$ cat src/glay_params.svh
`ifndef GLAY_PARAMS_SVH
`define GLAY_PARAMS_SVH

// Requestor count and address width
`define GLAY_NUM_REQUESTORS 2
`define GLAY_ADDR_WIDTH 32

// Request FIFO sizing
`define GLAY_FIFO_DEPTH 8
// Free entries kept back for requests still in the arbiter and address stages
`define GLAY_FIFO_MARGIN 3

// Outstanding-transaction credits
`define GLAY_MAX_OUTSTANDING 16
`define GLAY_CREDIT_WIDTH $clog2(`GLAY_MAX_OUTSTANDING + 1)

// Post-reset setup period, in cycles
`define GLAY_SETUP_CYCLES 8

`endif

$ cat src/glay_memory_pkg.sv
`include "glay_params.svh"

package glay_memory_pkg;

  // ------------------------------
  // Memory request types
  // ------------------------------

  // Byte address as seen by the cache
  typedef logic [`GLAY_ADDR_WIDTH-1:0] glay_addr_t;

  // Requestor index, tags each request through the queue
  typedef logic [0:0] glay_req_id_t;

endpackage : glay_memory_pkg

$ cat src/request_fifo.sv
`timescale 1ns/1ps
`include "glay_params.svh"

module request_fifo (
  input  logic                          ap_clk,
  input  logic                          control_areset,
  input  logic                          wr_en,
  input  glay_memory_pkg::glay_req_id_t wr_id,
  input  glay_memory_pkg::glay_addr_t   wr_addr,
  input  logic                          rd_en,
  output glay_memory_pkg::glay_req_id_t rd_id,
  output glay_memory_pkg::glay_addr_t   rd_addr,
  output logic                          empty,
  output logic                          almost_full
);
  import glay_memory_pkg::*;

  localparam int PTR_W = $clog2(`GLAY_FIFO_DEPTH);
  localparam int CNT_W = $clog2(`GLAY_FIFO_DEPTH + 1);

  // Entry storage
  glay_addr_t   addr_mem [`GLAY_FIFO_DEPTH];
  glay_req_id_t id_mem   [`GLAY_FIFO_DEPTH];

  logic [PTR_W-1:0] wr_ptr;
  logic [PTR_W-1:0] rd_ptr;
  logic [CNT_W-1:0] count;
  logic             push;
  logic             pop;

  // ------------------------------
  // Qualified pointer moves
  // ------------------------------
  assign push = wr_en && (count != CNT_W'(`GLAY_FIFO_DEPTH));
  assign pop  = rd_en && !empty;

  always_ff @(posedge ap_clk) begin
    if (push) begin
      addr_mem[wr_ptr] <= wr_addr;
      id_mem[wr_ptr]   <= wr_id;
    end
  end

  // Pointers wrap naturally since depth is a power of two
  always_ff @(posedge ap_clk) begin
    if (control_areset) begin
      wr_ptr <= '0;
      rd_ptr <= '0;
      count  <= '0;
    end else begin
      if (push) begin
        wr_ptr <= wr_ptr + 1'b1;
      end
      if (pop) begin
        rd_ptr <= rd_ptr + 1'b1;
      end
      unique case ({push, pop})
        2'b10:   count <= count + 1'b1;
        2'b01:   count <= count - 1'b1;
        default: count <= count;
      endcase
    end
  end

  // ------------------------------
  // Head entry and flags
  // ------------------------------
  assign rd_addr = addr_mem[rd_ptr];
  assign rd_id   = id_mem[rd_ptr];
  assign empty   = (count == '0);

  // Rises early enough to absorb requests already in flight
  assign almost_full = (count >= CNT_W'(`GLAY_FIFO_DEPTH - `GLAY_FIFO_MARGIN));

endmodule : request_fifo

$ cat config.mk
export PLATFORM = sky130hd
export DESIGN_NAME = request_fifo
export DESIGN_NICKNAME = d
export VERILOG_FILES = /design/src/glay_memory_pkg.sv /design/src/request_fifo.sv
export VERILOG_INCLUDE_DIRS = /design/src
export SDC_FILE = /design/constraint.sdc
export NUM_CORES = 1
export LEC_CHECK = 0
export ABC_AREA = 0
export CAP_MARGIN = 20
export CORE_AREA = 2 2 178 180
export CTS_CLUSTER_SIZE = 16
export DETAILED_ROUTE_END_ITERATION = 10
export DIE_AREA = 0 0 180 182
export DONT_BUFFER_PORTS = 1
export SLEW_MARGIN = 20
export SYNTH_ARGS = -nofsm -noshare
export SYNTH_HDL_FRONTEND = slang
export SYNTH_SLANG_ARGS = --single-unit
$ cat constraint.sdc
create_clock -name ap_clk -period 10.4 [get_ports ap_clk]
set_clock_uncertainty 0.05 [all_clocks]
set_input_delay 2.6 -clock ap_clk [delete_from_list [all_inputs] [get_ports ap_clk]]
set_output_delay 2.6 -clock ap_clk [all_outputs]
set_load 0.005 [all_outputs]
==> impl_metrics.json <==
{
  "async_flop_share_pct": 0,
  "ys_dominant_reg_cell": "edfxtp_1",
  "p_int_mw": 2.11,
  "slew_violations": 0,
  "worstPathRequired_ns": 7.75,
  "hpwl_um": 11600,
  "synth_top_cell_by_area": "edfxtp_1",
  "vias": 4489,
  "routabilityCongestion": 0.665,
  "place_ws_ns": 5.17,
  "yosysMostFrequentCell": "edfxtp_1",
  "end_kind": "primary output",
  "clockBufferDepth": 3,
  "p_seq_share_pct": 49.1,
  "grt_max_degree": 67,
  "final.setup.tns_ns": 0,
  "fp-row-count": 65,
  "clkTransAtPathRegs_ns": 0.06,
  "synth_area_leaders": "edfxtp_1, mux4_2, mux2_2",
  "diodes": 0,
  "swShare_pct": 24.2,
  "grt_pass1_wl_um": 30800,
  "drcViolationCount": 0,
  "grt_overflow": 0,
  "core_um2": 31000,
  "yosysWarnings": 0,
  "setup_violations": 0,
  "nNetsFinal": 523,
  "irDropWorstVdd_v": 0.000131,
  "min_period_ns": 5.66,
  "clock_power_share_pct": 35.4,
  "path_cells": "buf_4 > mux4_1 > mux2_2",
  "syn_inst": 456,
  "grtUsageTotal_pct": 12.6,
  "leakagePower_nw": 3.68,
  "first_pass_iters": 4,
  "critPathLaunchType": "register",
  "first_iter_violations": 298,
  "cts_tree": "done",
  "rsz0062_at_grt": "no",
  "post-route-period-util_pct": 54.4,
  "slowest_delay_ns": 0.76,
  "area_growth_pct": 13.8,
  "cts-root-buf": "clkbuf_16",
  "grt_pass1_vias": 5027,
  "fin_ws_ns": 4.74,
  "cts.hold.buffers_added": 0,
  "syn_nets": 498,
  "worst_skew_pair.late_latency_ns": 0.54,
  "antenna_found_initial": 0,
  "cp.arrival_ns": 3.01,
  "portBuffers": 0,
  "synth_commonest_cells": "edfxtp_1, mux4_2, mux2_2",
  "fp.dieW_um": 180,
  "p_per_area_nw_per_um2": 231,
  "fillCellCount": 2674,
  "fp.dieH_um": 182,
  "postCtsResizedCells": 0,
  "status": "completed",
  "synth-edff-count": 264,
  "wl_per_cell_um": 22.6,
  "postSynthAreaPerCell_um2": 23.2,
  "synth-seq-area-share_pct": 77.2,
  "routed_wl_um": 20400,
  "io-pin-count": 72,
  "worst_pin_slew_ns": 1.02,
  "synth.ff_latch_count": 277,
  "numCtsBuffers": 29,
  "post_cts_buffers": 0,
  "layout-drive-gt1-share_pct": 32.8,
  "slew_headroom_pct": 31.8,
  "hold_path.class": "reg2reg",
  "cts.sinks": 277,
  "finalHoldViolCount": 0,
  "fmax_ghz": 0.177,
  "die-area_um2": 32800,
  "worst-path-max-fanout": 36,
  "ant_nets": 0,
  "synth_top_area_share_pct": 74.8,
  "post_drt_via_cell_ratio": 4.96,
  "syn_area_um2": 10600,
  "maxCapViolations": 0,
  "p_switching_mw": 0.674,
  "cpMaxStageDelayCell": "dfxtp_4",
  "h-tree-depth": 1,
  "crit_type": "reg2out",
  "power.share.combinational_pct": 15.5,
  "synth_cell_types": 30,
  "start_util_pct": 34.2
}
[power by group through the flow]
stage                     Clock (mW)  Combinational, mW  Sequential [mW]
after CTS                       1.02              0.448             1.37
after global routing            1.07              0.472             1.38
after global placement             0              0.434             1.39
final                          0.988              0.432             1.37
after floorplan                    0              0.412             1.33
after detailed placement           0              0.445             1.40
[layout by cell type, fill, tap and decap left out, types with 3 or more instances in the layout]
| cell type | instances |
|---|---|
| edfxtp_1 | 264 |
| nand2b_1 | 3 |
| nor2_4 | 3 |
| nor3_2 | 4 |
| clkinv_2 | 5 |
| mux2_2 | 34 |
| dfxtp_1 | 10 |
| o21ai_0 | 3 |
| mux2i_1 | 3 |
| mux4_1 | 7 |
| buf_4 | 14 |
| nor2_1 | 13 |
| mux4_2 | 59 |
| dfxtp_4 | 3 |
| ha_1 | 5 |
| clkbuf_1 | 5 |
| clkbuf_16 | 29 |
| clkinvlp_4 | 5 |
| xor2_1 | 5 |
| nand2_1 | 4 |
[metal layers]
metal  up-vias  wire, µm  share of wire, %  global-route usage [%]
met2       100     10500                51                    22.7
met3        28      1310               6.4                    3.55
met5         -         0                 0                       0
li1       1967         -                 -                       -
met1      2394      8260                40                    14.8
met4         0       352               1.7                    3.19
[cells by family after synthesis]
| logic type | share of synthesized area, % |
|---|---|
| buf+inv | 1.32 |
| flops | 77.2 |
| fa+ha+maj | 0.590 |
| simple gates | 1.38 |
| compound gates | 0.720 |
| xor+xnor | 0.578 |
| mux | 18.2 |
[registers in the layout (all words and copies together) (netlist names), named ones only]
name / count
rd_ptr: 3
count: 4
wr_ptr: 3
id_mem: 8
addr_mem: 256
[cell type report]
| cell class | instances | area, µm² | share of cell area, % |
|---|---|---|---|
| clock buffers | 36 | 772 | 6.40 |
| well taps | 402 | 503 | 4.17 |
| inverters | 2 | 7.51 | 0.0622 |
| flip-flops and latches | 277 | 8200 | 68.0 |
| repair buffers | 14 | 105 | 0.871 |
| clock inverters | 17 | 156 | 1.30 |
| multi-input cells | 157 | 2320 | 19.2 |
[path summary, 6_finish.rpt]
path	slack, ns	to	cells past startpoint	start
max	4.74	rd_addr[2]	3	register
min	0.48	register	2	rd_ptr[1]$_SDFFE_PP0P_
max reg2reg	7.69	count[2]$_SDFFE_PP0P_	9	count[1]$_SDFFE_PP0P_
min reg2reg	0.48	register	2	rd_ptr[1]$_SDFFE_PP0P_
[worst max-delay path: cells and delay by family (launching register included)]
| family | cells | cell delay (ns) |
|---|---|---|
| mux | 2 | 0.97 |
| buf+inv | 1 | 0.71 |
| flops | 1 | 0.76 |
[metrics by stage]
| stage | utilization, % | hold slack, ns | cell area, µm² | power [mW] | cells |
|---|---|---|---|---|---|
| global route | 38.9 | 0.507 | 12100 | 2.92 | 905 |
| global placement | 35.9 | 0.449 | 11100 | 1.82 | 852 |
| floorplan | - | 0.435 | 10600 | 1.75 | 456 |
| detailed placement | 35.9 | 0.464 | 11100 | 1.84 | 852 |
| CTS | 38.9 | 0.481 | 12100 | 2.84 | 905 |
| finish | 38.9 | 0.481 | 12100 | 2.79 | 905 |
No activity file was read; power rests on OpenSTA's default activity.
