`src/glay_params.svh`:
```
`ifndef GLAY_PARAMS_SVH
`define GLAY_PARAMS_SVH

// Requestor count and address width
`define GLAY_NUM_REQUESTORS 2
`define GLAY_ADDR_WIDTH 32

// Request FIFO sizing
`define GLAY_FIFO_DEPTH 8
// Free entries kept back for requests still in the arbiter and address stages
`define GLAY_FIFO_MARGIN 3

// Outstanding-transaction credits
`define GLAY_MAX_OUTSTANDING 16
`define GLAY_CREDIT_WIDTH $clog2(`GLAY_MAX_OUTSTANDING + 1)

// Post-reset setup period, in cycles
`define GLAY_SETUP_CYCLES 8

`endif

```
`src/glay_control_pkg.sv`:
```
package glay_control_pkg;

  // ------------------------------
  // Control and setup types
  // ------------------------------

  // Post-reset setup walk
  typedef enum logic [1:0] {
    SETUP_CLEAR = 2'd0,
    SETUP_WAIT  = 2'd1,
    SETUP_DONE  = 2'd2
  } glay_setup_state_e;

  // Host register map, bit 0 of REG_CONTROL is enable
  typedef enum logic {
    REG_CONTROL      = 1'b0,
    REG_CREDIT_LIMIT = 1'b1
  } glay_cfg_reg_e;

endpackage : glay_control_pkg

```
`src/cache_request_config.sv`:
```
`timescale 1ns/1ps
`include "glay_params.svh"

module cache_request_config (
  input  logic                          ap_clk,
  input  logic                          control_areset,
  input  logic                          cfg_wr_en,
  input  glay_control_pkg::glay_cfg_reg_e cfg_addr,
  input  logic [`GLAY_ADDR_WIDTH-1:0]   cfg_wdata,
  output logic                          enable,
  output logic [`GLAY_CREDIT_WIDTH-1:0] credit_limit,
  output logic                          credit_load,
  output logic                          setup_busy
);
  import glay_control_pkg::*;

  localparam int SETUP_W = $clog2(`GLAY_SETUP_CYCLES);
  localparam logic [`GLAY_CREDIT_WIDTH-1:0] LIMIT_MAX = `GLAY_CREDIT_WIDTH'(`GLAY_MAX_OUTSTANDING);

  glay_setup_state_e   setup_state;
  logic [SETUP_W-1:0]  setup_count;

  // ------------------------------
  // Host register writes
  // ------------------------------
  always_ff @(posedge ap_clk) begin
    if (control_areset) begin
      enable       <= 1'b0;
      credit_limit <= LIMIT_MAX;
      credit_load  <= 1'b0;
    end else begin
      // Load strobe lines up with the new limit value
      credit_load <= cfg_wr_en && (cfg_addr == REG_CREDIT_LIMIT);
      if (cfg_wr_en && (cfg_addr == REG_CONTROL)) begin
        enable <= cfg_wdata[0];
      end
      if (cfg_wr_en && (cfg_addr == REG_CREDIT_LIMIT)) begin
        // Saturate above max, zero would deadlock so force 1
        if (cfg_wdata > `GLAY_ADDR_WIDTH'(`GLAY_MAX_OUTSTANDING)) begin
          credit_limit <= LIMIT_MAX;
        end else if (cfg_wdata == '0) begin
          credit_limit <= `GLAY_CREDIT_WIDTH'(1);
        end else begin
          credit_limit <= cfg_wdata[`GLAY_CREDIT_WIDTH-1:0];
        end
      end
    end
  end

  // ------------------------------
  // Setup sequence after reset
  // ------------------------------
  // CLEAR takes one cycle, WAIT covers the rest of the period
  always_ff @(posedge ap_clk) begin
    if (control_areset) begin
      setup_state <= SETUP_CLEAR;
      setup_count <= '0;
    end else begin
      unique case (setup_state)
        SETUP_CLEAR: begin
          setup_count <= SETUP_W'(`GLAY_SETUP_CYCLES - 2);
          setup_state <= SETUP_WAIT;
        end
        SETUP_WAIT: begin
          if (setup_count == '0) begin
            setup_state <= SETUP_DONE;
          end else begin
            setup_count <= setup_count - 1'b1;
          end
        end
        default: setup_state <= SETUP_DONE;
      endcase
    end
  end

  // Busy through reset and until the walk completes
  assign setup_busy = (setup_state != SETUP_DONE);

endmodule : cache_request_config

```
`config.mk`:
```
export PLATFORM = sky130hd
export DESIGN_NAME = cache_request_config
export DESIGN_NICKNAME = d
export VERILOG_FILES = /design/src/glay_control_pkg.sv /design/src/cache_request_config.sv
export VERILOG_INCLUDE_DIRS = /design/src
export SDC_FILE = /design/constraint.sdc
export NUM_CORES = 1
export LEC_CHECK = 0
export ABC_AREA = 1
export CAP_MARGIN = 25
export CORE_AREA = 2 2 39 41
export DETAILED_ROUTE_END_ITERATION = 10
export DIE_AREA = 0 0 41 43
export DONT_BUFFER_PORTS = 1
export GPL_TIMING_DRIVEN = 0
export SLEW_MARGIN = 15
export SYNTH_ARGS = -nofsm -noshare
export SYNTH_HDL_FRONTEND = slang
export SYNTH_SLANG_ARGS = --single-unit
```
`constraint.sdc`:
```
create_clock -name ap_clk -period 1.35 [get_ports ap_clk]
set_input_delay 0.0675 -clock ap_clk [delete_from_list [all_inputs] [get_ports ap_clk]]
set_output_delay 0.0675 -clock ap_clk [all_outputs]
set_load 0.02 [all_outputs]
```
==> summary.md <==
| Metric | Value |
|---|---|
| Status | finished, final reports clean |
| Fin nets | 140 |
| Non-Filler Instances | 117 |
| Comb pwr share | 0.285 |
| Later-pin clock latency in the skew report | 0.28 ns |
| Synthesized cell area | 612 sq um |
| Final Cycle Share | 0.902 |
| Critical path startpoint | setup_count[0]$_SDFFE_PP0P_ |
| WL/cell | 11.4 microns |
| DRT Pass-1 Iters | 4 |
| Drt drc | 0 |
| Final setup TNS | 0 ns |
| Sw frac | 0.325 |
| Reg-to-reg startpoint | setup_count[0]$_SDFFE_PP0P_ |
| Worst slew pin tran | 0.249 ns |
| Avg Vias per Cell | 5.38 |
| Site Rows | 14 |
| Worst setup margin | 0.133 ns |
| Register area share after synthesis | 0.393 |
| Worst Reg-to-Reg Cells | 7 |
| Die height | 43 microns |
| Routed via count | 630 |
| Clock Sinks | 12 |
| GRT overflow | 0 |
| Internal Power | 699 uW |
| Crit path time final | 1.22 ns |
| Peak supply drop | 0.594 mV |
| Initial antenna violation count | 0 |
| Synth-to-Final Area Change | 22.3% |
| IO Count | 44 |
| Startpoint types | flip-flop |
| Initial core utilization | 0.442 |
| Placed inst area | 632 sq um |
| Port bufs | 0 |
| CP endpoint kind | flip-flop |
| Largest fanout on the critical path | 4 |
| Initial DRC count | 23 |
| Commonest non-fill, non-tap cell in the layout | nand2_1 |
| Reg2reg end | setup_count[1]$_SDFFE_PP0P_ |
| Clock Power Share | 0.286 |
| Total Wirelength | 1330 microns |
| Vias in the first global route | 598 |
| Die width | 41 microns |
| Cell variety after synth | 19 |
| Share of power burned in registers | 0.430 |
| Mean post-synth cell area | 6.87 sq um |
| CP Class | flip-flop to flip-flop |
| Post-route cell area | 748 sq um |
| HP Class | input pin to flip-flop |
| Max Clk Rate | 0.821 GHz |
| GP Congestion | 0.757 |
| Max Slew Vio Count | 0 |
| Core ar. | 1380 sq um |
| Largest net degree at the start of global routing | 11 |
| Most frequent cells in the layout | 23 x nand2_1, 21 x nor2_1, 12 x dfxtp_1 |
| Switching power of the nets | 337 uW |
| HPWL Detailed | 945 microns |
| MaxCap Viol Count | 0 |
| Post-Syn Nets | 127 |
| GRT Total Usage | 0.194 |
| First-pass GRT wire length | 2230 microns |
| Gate Count Post-Synth | 89 |
| R2R Setup Slk | 0.13 ns |
| Die area | 1760 sq um |
| Main area contributors after synthesis | dfxtp_1 39%, nand2_1 14%, nor2_1 13% |
| Synth Warn # | 0 |
| TritonCTS clock tree | built |
| Number of antenna diodes | 0 |
| Final Skew | 0.000891 ns |
| Crit path to | setup_count[1]$_SDFFE_PP0P_ |
| CP required | 1.53 ns |
| Num CTS Buffers | 3 |
| Synth top area share | 0.393 |
| CTS H-tree lvls | 1 |
| Routed Antenna Nets | 0 |
| Clock Tree Buf Depth | 2 |
| CTS root buf | clkbuf_4 |
| Slew margin rel. | 0.834 |
| Cell taking the most area after synthesis | dfxtp_1 |
| Cell area power density | 1380 nW/um^2 |
| DP Worst Slack | 0.139 ns |
| Final hold viol count | 0 |
| Pleak | 0.000306 uW |
| Synthesized flop and latch total | 12 |
| Share of cells above drive strength 1 | 0.0990 |
| Inst Count DP | 105 |
| WP data arrival | 1.40 ns |
| Setup Viol. Count Final | 0 |
| Clk slew on worst S/H paths | 0.08 ns |
| RSZ-0062 raised after global routing | no |
critical path: stages (launching register included):
cell and delay (ns):
dfxtp_1 0.31, inv_1 0.07, ha_1 0.20, nand2_1 0.06, nand2_1 0.07, nand2_1 0.13, nor2_1 0.07, a22o_1 0.20
layer usage:
metal | track usage | up-vias | part of all wire
met3 | 0.0471 | 4 | 0.075
met2 | 0.341 | 37 | 0.52
met4 | 0.120 | 0 | 0.033
li1 | - | 312 | -
met1 | 0.182 | 277 | 0.37
met5 | 0 | - | 0
metrics by stage:
step	total power [uW]	hold slack (ns)	util
2_1_floorplan	681	0.148	-
3_3_place_gp	720	0.161	0.457
3_5_place_dp	731	0.159	0.457
4_1_cts	1040	0.00435	0.541
5_1_grt	1120	0.0177	0.541
6_report	1040	0.00641	0.541
synthesized netlist by cell type (all sizes together):
| cell type | number |
|---|---|
| o21bai | 1 |
| nor2 | 23 |
| nand4 | 1 |
| nor3 | 1 |
| a31oi | 1 |
| a22o | 1 |
| a21oi | 6 |
| dfxtp | 12 |
| nand2 | 24 |
| buf | 1 |
| a22oi | 1 |
| ha | 2 |
| inv | 7 |
| a221oi | 1 |
| nand3 | 7 |
area by class of cell:
| cell class | count | area, sq um |
|---|---|---|
| Clock buffer | 4 | 36.3 |
| Multi-Input combinational cell | 69 | 340 |
| Inverter | 7 | 26.3 |
| Fill cell | 135 | 636 |
| Timing Repair Buffer | 8 | 80.1 |
| Buffer | 1 | 5.00 |
| Sequential cell | 12 | 240 |
| Tap cell | 16 | 20.0 |
cell families after synthesis:
logic type / synth area share
flip-flops: 0.393
adder cells (fa/ha/maj): 0.0409
AND/OR/NAND/NOR: 0.403
AO/OA/AOI/OAI: 0.112
buffers and inverters: 0.0511
how the worst min path moves through the flow:
stage                                   endpoint            from  slack [ns]  cells after the start
floorplan            setup_state[0]$_SDFFE_PP0P_  control_areset        0.15                      1
global placement     setup_state[0]$_SDFFE_PP0P_  control_areset        0.16                      1
CTS                 credit_limit[0]$_SDFFE_PP0P_        cfg_addr       0.004                      3
detailed placement   setup_state[0]$_SDFFE_PP0P_  control_areset        0.16                      1
global route        credit_limit[1]$_SDFFE_PP0P_        cfg_addr        0.02                      3
finish              credit_limit[0]$_SDFFE_PP0P_        cfg_addr       0.006                      3
what timing repair did:
item | in CTS | in global routing
setup buffers | 0 | 0
gates resized for setup | 0 | 0
hold buffers | 8 | 0
endpoints found under the hold margin | 7 | 0
sequential cells by signal, summed over array words and instances (netlist names):
register,count
credit_limit,5
credit_load,1
enable,1
setup_count,3
setup_state,2
power by group through the flow:
stage               sequential (uW)  combinational, uW  clock (uW)
floorplan                       448                233           0
global placement                453                267           0
detailed placement              455                276           0
CTS                             446                298         301
global route                    451                352         318
finish                          445                295         296
(Power assumes the default switching activity.)
