## src/glay_params.svh

```systemverilog
`ifndef GLAY_PARAMS_SVH
`define GLAY_PARAMS_SVH

// Requestor count and address width
`define GLAY_NUM_REQUESTORS 2
`define GLAY_ADDR_WIDTH 32

// Request FIFO sizing
`define GLAY_FIFO_DEPTH 8
// Free entries kept back for requests still in the arbiter and address stages
`define GLAY_FIFO_MARGIN 3

// Outstanding-transaction credits
`define GLAY_MAX_OUTSTANDING 16
`define GLAY_CREDIT_WIDTH $clog2(`GLAY_MAX_OUTSTANDING + 1)

// Post-reset setup period, in cycles
`define GLAY_SETUP_CYCLES 8

`endif

```

## src/outstanding_tracker.sv

```systemverilog
`timescale 1ns/1ps
`include "glay_params.svh"

module outstanding_tracker (
  input  logic                          ap_clk,
  input  logic                          control_areset,
  input  logic                          credit_load,
  input  logic [`GLAY_CREDIT_WIDTH-1:0] credit_limit,
  input  logic                          issue,
  input  logic                          response,
  output logic                          stall
);

  // Free credits left
  logic [`GLAY_CREDIT_WIDTH-1:0] credits;

  // ------------------------------
  // Saturating credit counter
  // ------------------------------
  always_ff @(posedge ap_clk) begin
    if (control_areset) begin
      credits <= `GLAY_CREDIT_WIDTH'(`GLAY_MAX_OUTSTANDING);
    end else if (credit_load) begin
      // New limit wins over any same-cycle traffic
      credits <= credit_limit;
    end else begin
      unique case ({issue, response})
        2'b10: begin
          if (credits != '0) begin
            credits <= credits - 1'b1;
          end
        end
        2'b01: begin
          // Never above the programmed limit
          if (credits < credit_limit) begin
            credits <= credits + 1'b1;
          end
        end
        default: credits <= credits; // both or neither cancel out
      endcase
    end
  end

  assign stall = (credits == '0);

endmodule : outstanding_tracker

```

## config.mk

```make
export PLATFORM = sky130hd
export DESIGN_NAME = outstanding_tracker
export DESIGN_NICKNAME = d
export VERILOG_FILES = /design/src/outstanding_tracker.sv
export VERILOG_INCLUDE_DIRS = /design/src
export SDC_FILE = /design/constraint.sdc
export NUM_CORES = 1
export LEC_CHECK = 0
export BUFFER_PORTS_ARGS = -buffer_cell sky130_fd_sc_hd__buf_2
export CAP_MARGIN = 20
export CORE_UTILIZATION = 23
export DETAILED_ROUTE_END_ITERATION = 6
export SLEW_MARGIN = 20
export SYNTH_ARGS = -nofsm -noshare
export SYNTH_HDL_FRONTEND = slang
export SYNTH_SLANG_ARGS = --single-unit
```

## constraint.sdc

```tcl
create_clock -name ap_clk -period 2.2 [get_ports ap_clk]
set_input_delay 0.44 -clock ap_clk [delete_from_list [all_inputs] [get_ports ap_clk]]
set_output_delay 0.44 -clock ap_clk [all_outputs]
set_load 0.03 [all_outputs]
```

==> flow_summary.json, run 1 <==
{
  "status": "complete, no violations",
  "ctsResizeCount": 0,
  "critical-path-max-stage-delay_ns": 0.42,
  "tns_ns": 0,
  "pin_count": 11,
  "fin_area_sq_um": 647,
  "drc_errors": 0,
  "timing.critical_path.required_ns": 2.33,
  "synth_area_sq_um": 539,
  "yosys-top-cells-count": "inv_1, ha_1, a21oi_1, nor2_1, dfxtp_1",
  "final_hold_viol_count": 0,
  "postCtsSetupRepairBufs": 0,
  "place.gp.congestion": 0.816,
  "dr.pass1.iters": 4,
  "async_flop_share_pct": 0,
  "place.port_buffers": 10,
  "via_per_inst": 5.04,
  "relSlewSlack_pct": 76.2,
  "hold_buffers": 0,
  "finalCritPeriodShare_pct": 81.8,
  "die-area_sq_um": 2540,
  "cts_buffer_depth": 2,
  "synth-edff-count": 0,
  "drt_iter0_markers": 9,
  "wl_per_cell_um": 11.6,
  "core_region_area_sq_um": 2210,
  "ys_warn_count": 0,
  "syn_nets": 84,
  "tightestPinTransition_ns": 0.357,
  "hold_path_class": "in -> reg",
  "grt_pass1_vias": 553,
  "synth_largest_area_cell": "dfxtp_1",
  "worst_setup_path_end_kind": "register",
  "critical_path_class": "reg -> reg",
  "tritoncts": "yes",
  "final_util_pct": 29.2,
  "clk_latency_ns": 0.25,
  "clock-sinks": 5,
  "synth_top_area_share_pct": 18.6,
  "critPathMaxFanout": 6,
  "ys_types": 30,
  "ir_worst_vdd_v": 0.000320,
  "seq_area_frac_synth_pct": 18.6,
  "syn2layout_area_growth_pct": 20.0,
  "die_width_um": 50.4,
  "grt_max_degree": 12,
  "chipHeight_um": 50.4,
  "cpLargestDelayFamily": "compound AO/OA/AOI/OAI gates",
  "placed_cell_area_sq_um": 621,
  "via_count": 539,
  "synth_most_common_cell": "inv_1",
  "drive_gt1_share_pct": 26.6,
  "cts_buffers": 3,
  "antenna_found_initial": 0,
  "cts.root.buffer_cell": "clkbuf_4",
  "fin_crit_ns": 1.80,
  "grt_setup_unrepaired": "no",
  "max_cap_violations": 0,
  "power_density_nw_per_um2": 612,
  "largest-register": "credits",
  "skew_ns": 0.00242,
  "fmax_ghz": 0.556,
  "clkTransAtPathRegs_ns": 0.04,
  "grt_overflow": 0,
  "maxSlewViolCount": 0,
  "nNetsFinal": 98,
  "largest_reg_flops": 5,
  "syn_inst": 66,
  "initial_utilization_pct": 24.4,
  "reg_top3": "credits: 5 flops",
  "p_leak_nw": 0.295,
  "avgSynthCellArea_sq_um": 8.17,
  "setup_viol": 0,
  "n_antenna_cell": 0,
  "critPathLaunchType": "register",
  "track_usage_pct": 11.8,
  "yosys-top-cells-area": "dfxtp_1, ha_1, inv_1",
  "worst_ep_arrival_time_ns": 1.93,
  "ys_seq_elements": 5,
  "num_rows": 17,
  "finalWirelength_um": 1240,
  "postRouteAntennaNets": 0,
  "synth_ff_type": "dfxtp_1",
  "worst-path-buf-inv": 0,
  "slowest_stage": "a311o_1",
  "crit_chain": "ha_1 > a21oi_2 > o21ai_2 > a311o_1 > a221oi_1 > nor3_1",
  "grt_pass1_wl_um": 2150,
  "htree_levels": 1,
  "dp_hpwl_um": 1060
}
-- layout make-up --
cell class / instances / area [sq um]
clock buffers: 4 / 26.3
multi-input cells: 51 / 402
flip-flops and latches: 5 / 100
inverters: 9 / 33.8
fillers: 255 / 1570
well taps: 28 / 35.0
repair buffers: 10 / 50.0
-- cells by family (layout without fill, tap and decap cells) --
logic type	Yosys count	after routing	synth area share, %
xor gates and xnor gates	4	4	6.50
AOI/OAI and AO/OA	19	19	27.8
adders and majority gates	8	8	20.0
muxes	1	1	1.86
and+or+nand+nor	19	19	18.3
buffers and inverters	10	23	6.96
DFF	5	5	18.6
-- worst paths after layout --
check | cells past startpoint | slack, ns | endpoint | from
setup / recovery | 6 | 0.40 | credits[2]$_SDFFE_PP0P_ | credits[2]$_SDFFE_PP0P_
hold / removal | 2 | 0.45 | credits[0]$_SDFFE_PP0P_ | control_areset
setup reg to reg | 6 | 0.40 | credits[2]$_SDFFE_PP0P_ | credits[2]$_SDFFE_PP0P_
hold reg to reg | 2 | 0.52 | credits[3]$_SDFFE_PP0P_ | credits[3]$_SDFFE_PP0P_
-- per-layer routing --
layer  vias up  share of wire, %  track usage [%]
li1        265                 -                -
met1       258                44             12.0
met2        12                48             19.8
met3         4               4.4             3.94
met4         0               3.2             8.80
met5         -                 0                0
-- layout by cell type (no fill, tap or decap), types with 2 or more instances in the layout --
master     n
a21oi_1    6
a221oi_1   2
buf_2     10
clkbuf_4   3
dfxtp_1    5
ha_1       7
inv_1      9
nand2_1    4
nor2_1     6
nor3_1     3
xnor2_1    2
xor2_1     2
-- where the power goes --
group	leakage [nW]	internal, mW	switching, mW
Combinational	0.239	0.0770	0.0898
Sequential	0.0416	0.103	0.0160
Clock	0.0150	0.0688	0.0411
Total	0.295	0.249	0.147
-- metrics by stage --
stage	power [mW]	setup WS, ns	instances	hold WS, ns
floorplan	0.247	0.360	66	0.471
global placement	0.284	0.201	103	0.542
detailed placement	0.288	0.166	103	0.515
CTS	0.401	0.385	107	0.437
global route	0.429	0.274	107	0.456
finish	0.396	0.401	107	0.446
Power figures use the tool's default switching activity.
==> run 2, diff against run 1 <==
==> constraint.sdc (replaced) <==
create_clock -name ap_clk -period 1.7 [get_ports ap_clk]
set_input_delay 0.34 -clock ap_clk [delete_from_list [all_inputs] [get_ports ap_clk]]
set_output_delay 0.34 -clock ap_clk [all_outputs]
set_load 0.03 [all_outputs]
==> flow_summary.json, run 2 (synthesis gave the netlist of run 1 again) <==
{
  "status": "complete, no violations",
  "finalCritPeriodShare_pct": 97.3,
  "final_cell_mix": "buf_4, inv_1, buf_2",
  "placed_cell_area_sq_um": 696,
  "p_clk_share_pct": 25.1,
  "r2r-start": "credits[2]$_SDFFE_PP0P_",
  "hold_path_class": "in -> reg",
  "nNetsFinal": 108,
  "setup_viol": 0,
  "holdPathStages": 2,
  "hold_buffers": 0,
  "post-place-ws_ns": -0.155,
  "drive_gt1_share_pct": 42.7,
  "hold_ws_ns": 0.345,
  "rr_worst_depth": 6,
  "final_hold_viol_count": 0,
  "slowest_stage": "a311o_1",
  "cts.root.buffer_cell": "clkbuf_4",
  "critPathLaunchType": "register",
  "grt_pass1_vias": 568,
  "htree_levels": 1,
  "tightestPinTransition_ns": 0.345,
  "grt_setup_unrepaired": "yes",
  "relSlewSlack_pct": 77.0,
  "drt_iter0_markers": 10,
  "initial_utilization_pct": 24.4,
  "place.port_buffers": 10,
  "holdPathEnd": "credits[0]$_SDFFE_PP0P_",
  "syn2layout_area_growth_pct": 42.7,
  "fin_area_sq_um": 769,
  "critPathMaxFanout": 6,
  "reg_top3": "credits: 5 flops",
  "clkTransAtPathRegs_ns": 0.05,
  "grt_max_degree": 12,
  "via_per_inst": 4.87,
  "fin_crit_ns": 1.65,
  "hp-start": "control_areset",
  "nFillCells": 252,
  "power_frac_comb_pct": 48.9,
  "fmax_ghz": 0.604,
  "swShare_pct": 37.0,
  "dp_hpwl_um": 1080,
  "num_rows": 17,
  "place.gp.congestion": 0.808,
  "setup_ws_ns": 0.0457,
  "worst_ep_arrival_time_ns": 1.77,
  "crit_chain": "ha_4 > a21oi_2 > o21ai_2 > a311o_1 > a221oi_2 > a311oi_1",
  "critical-path-max-stage-delay_ns": 0.41,
  "postRouteAntennaNets": 0,
  "max_cap_violations": 0,
  "track_usage_pct": 12.9,
  "pin_count": 11,
  "n_antenna_cell": 0,
  "ir_worst_vdd_v": 0.000321,
  "drc_errors": 0,
  "worst_setup_path_end_kind": "register",
  "largest_reg_flops": 5,
  "wl_per_cell_um": 12.5,
  "dr.pass1.iters": 5,
  "ctsResizeCount": 0,
  "final_util_pct": 34.8,
  "p_seq_share_pct": 26.1,
  "die_width_um": 50.4,
  "power_density_nw_per_um2": 748,
  "p_sw_mw": 0.213,
  "grt_overflow": 0,
  "core_region_area_sq_um": 2210,
  "via_count": 570,
  "rrSetupSlack_ns": 0.05,
  "tritoncts": "yes",
  "timing.critical_path.required_ns": 1.82,
  "internal_power_mw": 0.362,
  "final_common_cell": "buf_4",
  "critical_path_class": "reg -> reg",
  "antenna_found_initial": 0,
  "r2r-end": "credits[1]$_SDFFE_PP0P_",
  "skew_ns": 0.00551,
  "p_leak_nw": 0.347,
  "clock-sinks": 5,
  "largest-register": "credits",
  "cts_buffers": 3,
  "maxSlewViolCount": 0,
  "grt_pass1_wl_um": 2340,
  "postCtsSetupRepairBufs": 0,
  "cts_buffer_depth": 2,
  "clk_latency_ns": 0.25,
  "finalWirelength_um": 1470,
  "die-area_sq_um": 2540,
  "chipHeight_um": 50.4
}
==> run 2: changes by cell type in the layout (fill, tap and decap cells not counted), moves of 2 or more <==
cell | before | now
a221oi_2 | 0 | 2
buf_4 | 0 | 10
dfxtp_2 | 0 | 2
a221oi_1 | 2 | 0
dfxtp_1 | 5 | 3
==> run 2: power groups by stage <==
stage / registers [mW] / clock network [mW] / logic (mW)
final: 0.150 / 0.144 / 0.281
after global routing: 0.152 / 0.160 / 0.315
after CTS: 0.147 / 0.147 / 0.257
after detailed placement: 0.149 / 0 / 0.255
after global placement: 0.149 / 0 / 0.254
after floorplan: 0.150 / 0 / 0.169
==> run 2: cell type report <==
| type | count | area [sq um] | area share [%] |
|---|---|---|---|
| multi-input combinational | 51 | 444 | 57.7 |
| inverter | 9 | 33.8 | 4.39 |
| timing repair buffer | 20 | 128 | 16.6 |
| clock buffer | 4 | 26.3 | 3.41 |
| sequential | 5 | 103 | 13.3 |
| tap | 28 | 35.0 | 4.55 |
==> run 2: metal layers <==
layer	part of all wire, %	track usage [%]	vias up
met5	0	0	-
met3	3.6	3.64	5
met4	3.1	9.72	0
li1	-	-	287
met1	44	15.6	261
met2	49	19.3	17
==> run 2: worst max path at each step <==
stage                                  startpoint                      end  slack, ns  cells after the start
after floorplan                   credit_limit[4]  credits[1]$_SDFFE_PP0P_       0.03                      7
after global placement            credit_limit[2]  credits[1]$_SDFFE_PP0P_      -0.12                      8
after detailed placement          credit_limit[2]  credits[1]$_SDFFE_PP0P_      -0.16                      8
after CTS                 credits[1]$_SDFFE_PP0P_  credits[4]$_SDFFE_PP1P_       0.01                      7
after global routing      credits[2]$_SDFFE_PP0P_  credits[1]$_SDFFE_PP0P_      -0.03                      6
final                     credits[2]$_SDFFE_PP0P_  credits[1]$_SDFFE_PP0P_       0.05                      6
==> run 2: critical path, delay by kind of cell (launching register included) <==
| kind | cells | cell delay [ns] |
|---|---|---|
| fa+ha+maj | 1 | 0.20 |
| flops | 1 | 0.34 |
| compound gates | 5 | 0.98 |
==> run 2: per-stage QoR <==
stage / instances / power [mW] / setup TNS (ns)
after CTS: 117 / 0.551 / 0
after global routing: 117 / 0.627 / -0.0498
final: 117 / 0.576 / 0
after global placement: 113 / 0.403 / -0.343
after detailed placement: 113 / 0.404 / -0.470
after floorplan: 66 / 0.319 / 0
